[src/common/lane_pkg.sv]
////////////////////////////////////////////////////////////
// shared types for the two-source lane merger
// a lane is fixed at 8 bits and the user tag at 4 bits
// the wide word is not typed here because its width follows
// the NSIZE parameter of the modules that carry it
// only two sources exist, so a source index is one bit
////////////////////////////////////////////////////////////

package lane_pkg;

    // width of one narrow lane
    localparam int LANE_BITS = 8;

    // width of the sideband tag
    localparam int USER_BITS = 4;

    typedef logic [LANE_BITS-1:0] lane_t;

    // copied unchanged from a wide word to each of its lanes
    typedef logic [USER_BITS-1:0] user_t;

    // index of the source that owns the shared bus
    typedef logic source_t;

    // one narrow beat, 13 bits in total
    typedef struct packed {
        lane_t data;
        user_t user;
        logic  last;
    } narrow_beat_t;

    // packet-level grant of the shared bus
    typedef enum logic {
        GRANT_IDLE   = 1'b0,
        GRANT_LOCKED = 1'b1
    } grant_state_t;

endpackage
[src/source/lane_merge_top.sv]
////////////////////////////////////////////////////////////
// two wide sources merged onto one narrow lane bus
// each source has its own width destructor
// packets are never interleaved on the output
// NSIZE sets the lanes per wide word, 2 to 16
////////////////////////////////////////////////////////////

`timescale 1ns/100ps

module lane_merge_top #(
    parameter int NSIZE = 4
) (
    input  logic                                 clock,
    input  logic                                 rst_n,
    input  logic [NSIZE*lane_pkg::LANE_BITS-1:0] src_0_data,
    input  lane_pkg::user_t                      src_0_user,
    input  logic                                 src_0_last,
    input  logic                                 src_0_vld,
    output logic                                 src_0_ready,
    input  logic [NSIZE*lane_pkg::LANE_BITS-1:0] src_1_data,
    input  lane_pkg::user_t                      src_1_user,
    input  logic                                 src_1_last,
    input  logic                                 src_1_vld,
    output logic                                 src_1_ready,
    output lane_pkg::narrow_beat_t               out_beat,
    output logic                                 out_vld,
    output lane_pkg::source_t                    out_source,
    input  logic                                 out_ready
);

    import lane_pkg::*;

    // narrow links between the destructors and the arbiter
    narrow_beat_t lane_0;
    logic         lane_0_vld;
    logic         lane_0_ready;
    narrow_beat_t lane_1;
    logic         lane_1_vld;
    logic         lane_1_ready;

    width_destructor #(
        .NSIZE (NSIZE)
    ) u_destruct_0 (
        .clock    (clock),
        .rst_n    (rst_n),
        .wr_data  (src_0_data),
        .wr_user  (src_0_user),
        .wr_last  (src_0_last),
        .wr_vld   (src_0_vld),
        .wr_ready (src_0_ready),
        .rd_beat  (lane_0),
        .rd_vld   (lane_0_vld),
        .rd_ready (lane_0_ready)
    );

    width_destructor #(
        .NSIZE (NSIZE)
    ) u_destruct_1 (
        .clock    (clock),
        .rst_n    (rst_n),
        .wr_data  (src_1_data),
        .wr_user  (src_1_user),
        .wr_last  (src_1_last),
        .wr_vld   (src_1_vld),
        .wr_ready (src_1_ready),
        .rd_beat  (lane_1),
        .rd_vld   (lane_1_vld),
        .rd_ready (lane_1_ready)
    );

    packet_arbiter u_arbiter (
        .clock       (clock),
        .rst_n       (rst_n),
        .req_beat_0  (lane_0),
        .req_beat_1  (lane_1),
        .req_vld_0   (lane_0_vld),
        .req_vld_1   (lane_1_vld),
        .req_ready_0 (lane_0_ready),
        .req_ready_1 (lane_1_ready),
        .out_beat    (out_beat),
        .out_vld     (out_vld),
        .out_source  (out_source),
        .out_ready   (out_ready)
    );

endmodule

[src/source/packet_arbiter.sv]
////////////////////////////////////////////////////////////
// round-robin arbiter between two narrow lane streams
// a grant holds for a whole packet, up to a beat with last
// output is a mux on the registered grant, no extra stage
// one idle cycle is spent choosing between packets
// after reset source 0 wins the first tie
////////////////////////////////////////////////////////////

`timescale 1ns/100ps

module packet_arbiter (
    input  logic                   clock,
    input  logic                   rst_n,
    input  lane_pkg::narrow_beat_t req_beat_0,
    input  lane_pkg::narrow_beat_t req_beat_1,
    input  logic                   req_vld_0,
    input  logic                   req_vld_1,
    output logic                   req_ready_0,
    output logic                   req_ready_1,
    output lane_pkg::narrow_beat_t out_beat,
    output logic                   out_vld,
    output lane_pkg::source_t      out_source,
    input  logic                   out_ready
);

    import lane_pkg::*;

    grant_state_t state;
    source_t      grant_src;
    source_t      last_served;

    source_t pick_src;
    logic    any_req;
    logic    locked;
    logic    grant_vld;
    logic    beat_take;
    logic    pkt_done;

    assign any_req = req_vld_0 || req_vld_1;
    assign locked  = (state == GRANT_LOCKED);

    // on a tie the source not served last goes next
    always_comb begin
        if (req_vld_0 && req_vld_1) begin
            pick_src = ~last_served;
        end else if (req_vld_1) begin
            pick_src = 1'b1;
        end else begin
            pick_src = 1'b0;
        end
    end

    // route the granted stream to the shared bus
    always_comb begin
        if (grant_src) begin
            out_beat  = req_beat_1;
            grant_vld = req_vld_1;
        end else begin
            out_beat  = req_beat_0;
            grant_vld = req_vld_0;
        end
    end

    assign out_vld    = locked && grant_vld;
    assign out_source = grant_src;

    // only the owner of the bus sees the sink's ready
    assign req_ready_0 = locked && (grant_src == 1'b0) && out_ready;
    assign req_ready_1 = locked && (grant_src == 1'b1) && out_ready;

    assign beat_take = out_vld && out_ready;
    assign pkt_done  = beat_take && out_beat.last;

    always_ff @(posedge clock) begin
        if (!rst_n) begin
            state       <= GRANT_IDLE;
            grant_src   <= 1'b0;
            last_served <= 1'b1;
        end else begin
            case (state)
                GRANT_IDLE: begin
                    if (any_req) begin
                        grant_src <= pick_src;
                        state     <= GRANT_LOCKED;
                    end
                end
                GRANT_LOCKED: begin
                    // release on the edge the packet end is taken
                    if (pkt_done) begin
                        last_served <= grant_src;
                        state       <= GRANT_IDLE;
                    end
                end
                default: begin
                    state <= GRANT_IDLE;
                end
            endcase
        end
    end

    // no other source may cut into a packet in flight
    assert_grant_held : assert property (
        @(posedge clock) disable iff (!rst_n)
        locked && !pkt_done |=> locked && $stable(grant_src)
    );

    // the waiting source is always held off
    assert_ungranted_ready : assert property (
        @(posedge clock) disable iff (!rst_n)
        (req_ready_0 || req_ready_1) && !pkt_done
            |=> !(req_ready_1 && $past(req_ready_0)) && !(req_ready_0 && $past(req_ready_1))
    );

endmodule

[src/width_destruct/width_destructor.sv]
////////////////////////////////////////////////////////////
// breaks one wide word of NSIZE lanes into narrow beats
// lanes leave most significant first, one per taken beat
// holds a single wide word, no further buffering
// a new word is taken while empty or on the final lane
// so consecutive words leave without a gap
// partial words and lane masks are not supported
////////////////////////////////////////////////////////////

`timescale 1ns/100ps

module width_destructor #(
    parameter int NSIZE = 4
) (
    input  logic                                 clock,
    input  logic                                 rst_n,
    input  logic [NSIZE*lane_pkg::LANE_BITS-1:0] wr_data,
    input  lane_pkg::user_t                      wr_user,
    input  logic                                 wr_last,
    input  logic                                 wr_vld,
    output logic                                 wr_ready,
    output lane_pkg::narrow_beat_t               rd_beat,
    output logic                                 rd_vld,
    input  logic                                 rd_ready
);

    import lane_pkg::*;

    // one extra bit so an overrun of the pointer is visible
    localparam int PTR_BITS = $clog2(NSIZE + 1);
    localparam int WORD_BITS = NSIZE * LANE_BITS;

    // occupancy and lane pointer
    logic                full;
    logic [PTR_BITS-1:0] ptr;

    // held word with its tag and packet end flag
    logic [WORD_BITS-1:0] word_q;
    user_t                user_q;
    logic                 last_q;

    logic  lane_take;
    logic  final_lane;
    logic  word_take;
    lane_t lane_sel;

    assign lane_take  = full && rd_ready;
    assign final_lane = (ptr == PTR_BITS'(NSIZE - 1));

    // free when empty, or when the final lane leaves this cycle
    assign wr_ready  = !full || (rd_ready && final_lane);
    assign word_take = wr_vld && wr_ready;

    // pointer 0 selects the top lane of the word
    always_comb begin
        lane_sel = word_q[(NSIZE - 1 - int'(ptr)) * LANE_BITS +: LANE_BITS];
    end

    assign rd_vld       = full;
    assign rd_beat.data = lane_sel;
    assign rd_beat.user = user_q;
    assign rd_beat.last = last_q && final_lane;

    always_ff @(posedge clock) begin
        if (!rst_n) begin
            full <= 1'b0;
            ptr  <= '0;
        end else begin
            if (word_take) begin
                // also covers the back-to-back case on the final lane
                full <= 1'b1;
                ptr  <= '0;
            end else if (lane_take) begin
                if (final_lane) begin
                    full <= 1'b0;
                    ptr  <= '0;
                end else begin
                    ptr <= ptr + 1'b1;
                end
            end
        end
    end

    // payload only, loaded together with the word
    always_ff @(posedge clock) begin
        if (word_take) begin
            word_q <= wr_data;
            user_q <= wr_user;
            last_q <= wr_last;
        end
    end

    // a stalled beat must not move under the consumer
    assert_beat_stable : assert property (
        @(posedge clock) disable iff (!rst_n)
        rd_vld && !rd_ready |=> rd_vld && $stable(rd_beat)
    );

    // pointer stays inside the word
    assert_ptr_range : assert property (
        @(posedge clock) disable iff (!rst_n)
        ptr < PTR_BITS'(NSIZE)
    );

endmodule

[config.mk]
export PLATFORM = sky130hd
export DESIGN_NAME = lane_merge_top
export DESIGN_NICKNAME = d
export VERILOG_FILES = /design/src/common/lane_pkg.sv /design/src/source/lane_merge_top.sv /design/src/source/packet_arbiter.sv /design/src/width_destruct/width_destructor.sv
export SDC_FILE = /design/constraint.sdc
export NUM_CORES = 1
export LEC_CHECK = 0
export BUFFER_PORTS_ARGS = -buffer_cell sky130_fd_sc_hd__buf_2
export CORE_MARGIN = 2
export CORE_UTILIZATION = 46
export DETAILED_ROUTE_END_ITERATION = 6
export PLACE_DENSITY = 0.72
export SLEW_MARGIN = 10
export SYNTH_ARGS = -nofsm -noshare
export SYNTH_HDL_FRONTEND = slang
export SYNTH_SLANG_ARGS = --single-unit
export TNS_END_PERCENT = 1
[constraint.sdc]
create_clock -name clock -period 2.2 [get_ports clock]
set_input_delay 0.44 -clock clock [delete_from_list [all_inputs] [get_ports clock]]
set_output_delay 0.44 -clock clock [all_outputs]
set_load 0.005 [all_outputs]
==> out/results.tsv <==
metric	value	unit
status	completed	
Post-Synthesis Cells	174	
TritonCTS clock tree	yes	
FF-to-FF End	u_destruct_0.word_q[9]	
register-to-register setup slack	430	ps
Max VDD drop	488.6	uV
initial antenna violation count	0	
# clock sinks	85	
Starting Density	0.4807	
crit path from	u_destruct_1.ptr[0]	
Via density	5.137	
largest family of logic cells by synthesized area	multiplexers	
wire per inst	17.03	um
vias in the first global route	2098	
syn avg cell area	18.98	um^2
worst hold path class	in -> reg	
crit path DAT	1730	ps
clock root buffer	clkbuf_8	
P_leak	0.001644	uW
logic gate share of total power	0.076	
period utilisation layout	0.9884	
I/O pin cnt	96	
Distinct cells, synth	35	
R2R cell count	6	
maximum clock insertion buffer count	2	
Synth Cell Area	3302	um^2
Commonest cells post-synth	74 x edfxtp_1, 16 x mux4_2, 11 x dfxtp_1	
Async SR Flop Fraction	0	
Max Slew Vio Count	0	
hold-critical path depth	1	
Post-Synth XOR/XNOR Area	0	
final hold slack	255.4	ps
Site Rows	30	
CTS H-tree lvls	3	
syn_nets	255	
internal power	2632	uW
DIE AREA	7872	um^2
critical path startpoint category	flip-flop	
hold path startpoint	src_0_user[0]	
P&R area growth vs syn	28.87	%
routed vias	1988	
die height	88.73	um
Synth Area in Compound Gates	0.05305	
Clk pwr share	0.359	
crit path capture type	output port	
final setup violation count	0	
TritonCTS Buffers	9	
remaining antenna violation count	0	
worst-path fanout max	7	
WP data required	1760	ps
Worst R2R Start	u_destruct_0.ptr[0]	
routability cong.	0.8425	
adder-cell share of the synthesized area	0.007579	
PnR worst setup slack	25.62	ps
critical path's slowest cell	mux4_2	
Final nets	368	
number of synthesized flops with an enable pin	74	
first-pass GRT wire length	10.36	mm
grt ovf	0	
Core Area	6869	um^2
Max-Slew Margin vs Limit	0.7397	
RSZ-0062 raised after global routing	yes	
post-synthesis mux area share	0.1258	
final instance area	4255	um^2
wirelength, routed	6.591	mm
top_reg_cell synth	edfxtp_1	
Switching Fraction	0.2109	
Worst Skew	8.125	ps
largest area contributor in the netlist	edfxtp_1	
Seq pwr share	0.564	
1st-iter DRT viols	85	
DP Wirelength	4.775	mm
iteration count of the initial detailed-routing pass	4	
Max Cap Violations	0	
hold-fix buffers at CTS	0	
clk_lat worst skew	350	ps
proportion of layout cells with a drive suffix above 1	0.5292	
Synth top area share	0.6730	
number of remaining DRC errors	0	
Switching Power	703.6	uW
post-synthesis simple-gate area fraction	0.05608	
largest net degree at the start of global routing	38	
Post-DP Area	3990	um^2
Yosys reg bits	85	
Setup Slack @ Placement	271.2	ps
Reg clk slew, reported paths	90	ps
CP max stage delay	510	ps
gr usage total	0.1820	
Pwr Total	3336	uW
Pwr per Cell Area	784.0	nW/um^2
synth warn	0	
synth top area cells	edfxtp_1 67%, mux4_2 11%, dfxtp_1 6.7%, a22o_1 2.1%, mux2_2 1.4%	
Peak Freq	459.9	MHz
most frequent cell after synthesis	edfxtp_1	
post-route minimum period	2174	ps
die width	88.73	um
CP Cell Sequence	buf_12, mux4_2, a22o_1, buf_2	
antenna cells	0	
IO Port Bufs	95	
sequential element share of the synthesized area	0.7397	
worst slew pin tran	390.0	ps
Final Hold Fails	0	
Worst Hold End	u_destruct_0.user_q[0]	
WS Path Type	reg -> out	
-- final cells by class --
cell class	count	area, um^2
fillers	516	2614
flip-flops and latches	85	2452
multi-input cells	75	814.5
repair buffers	108	618.1
clock buffers	9	123.9
well taps	96	120.1
clock inverters	6	96.34
inverters	8	30.03
-- cell usage in the layout, fill, tap and decap left out, types with 2 or more instances in the layout --
cell type,count
clkbuf_8,9
a22o_1,8
buf_6,2
bufinv_16,2
and2_1,2
nand2_1,3
nand3_1,5
mux4_2,16
nand2b_1,2
nor2b_1,2
mux2_2,4
dfxtp_4,2
edfxtp_1,74
buf_4,8
dfxtp_1,7
buf_12,3
inv_1,8
nor3_1,2
nand4b_1,2
buf_2,95
nand3b_1,2
dfxtp_2,2
a21oi_1,7
-- registers in the layout, summed over array words and instances, names as in the netlist, 3 cells and up --
signal	count
u_destruct_0.user_q	4
u_destruct_1.ptr	3
u_destruct_1.word_q	32
u_destruct_0.word_q	32
u_destruct_0.ptr	3
u_destruct_1.user_q	4
-- worst max path at each step --
stage                                     end  slack, ps  cells past startpoint
final                             out_beat[5]         30                      4
after CTS                         out_beat[5]         -3                      4
after floorplan           u_destruct_1.last_q         -8                      4
after global placement            out_beat[5]        290                      4
after detailed placement          out_beat[6]        270                      4
after global routing              out_beat[5]        -30                      4
-- logic make-up after synthesis --
family	Yosys count
flops	85
simple gates	29
compound gates	23
mux	21
buf+inv	14
fa+ha+maj	2
-- worst max-delay path, delay by kind of cell (launching register included) --
kind,cells,cell delay (ps)
flops,1,390
buf+inv,2,270
mux,1,510
compound gates,1,220
-- per-stage QoR --
step | util | TNS [ps] | std cells
after global routing | 0.6195 | -106.5 | 387
after floorplan | - | -313.3 | 174
final | 0.6195 | 0 | 387
after detailed placement | 0.5809 | 0 | 370
after CTS | 0.6153 | -2.810 | 386
after global placement | 0.5809 | 0 | 370
-- power groups by stage --
stage,clock network (uW),logic (uW),registers (uW)
global placement,0,252,1920
floorplan,0,114,1900
CTS,1230,256,1880
finish,1200,255,1880
global route,1300,280,1890
detailed placement,0,254,1920
-- per-layer routing --
| metal | GRT usage | vias to the layer above | routed length, um |
|---|---|---|---|
| li1 | - | 936 | - |
| met1 | 0.2308 | 978 | 2669 |
| met2 | 0.3012 | 65 | 3456 |
| met3 | 0.05317 | 9 | 337 |
| met4 | 0.06198 | 0 | 127 |
| met5 | 0 | - | 0 |
-- timing repair --
action,CTS,global route
endpoints found under the hold margin,0,0
resized for setup,5,6
pin swaps,1,8
setup endpoints to repair,9,9
buffers inserted,1,1
Note: power is estimated with default switching activity, not from simulation.
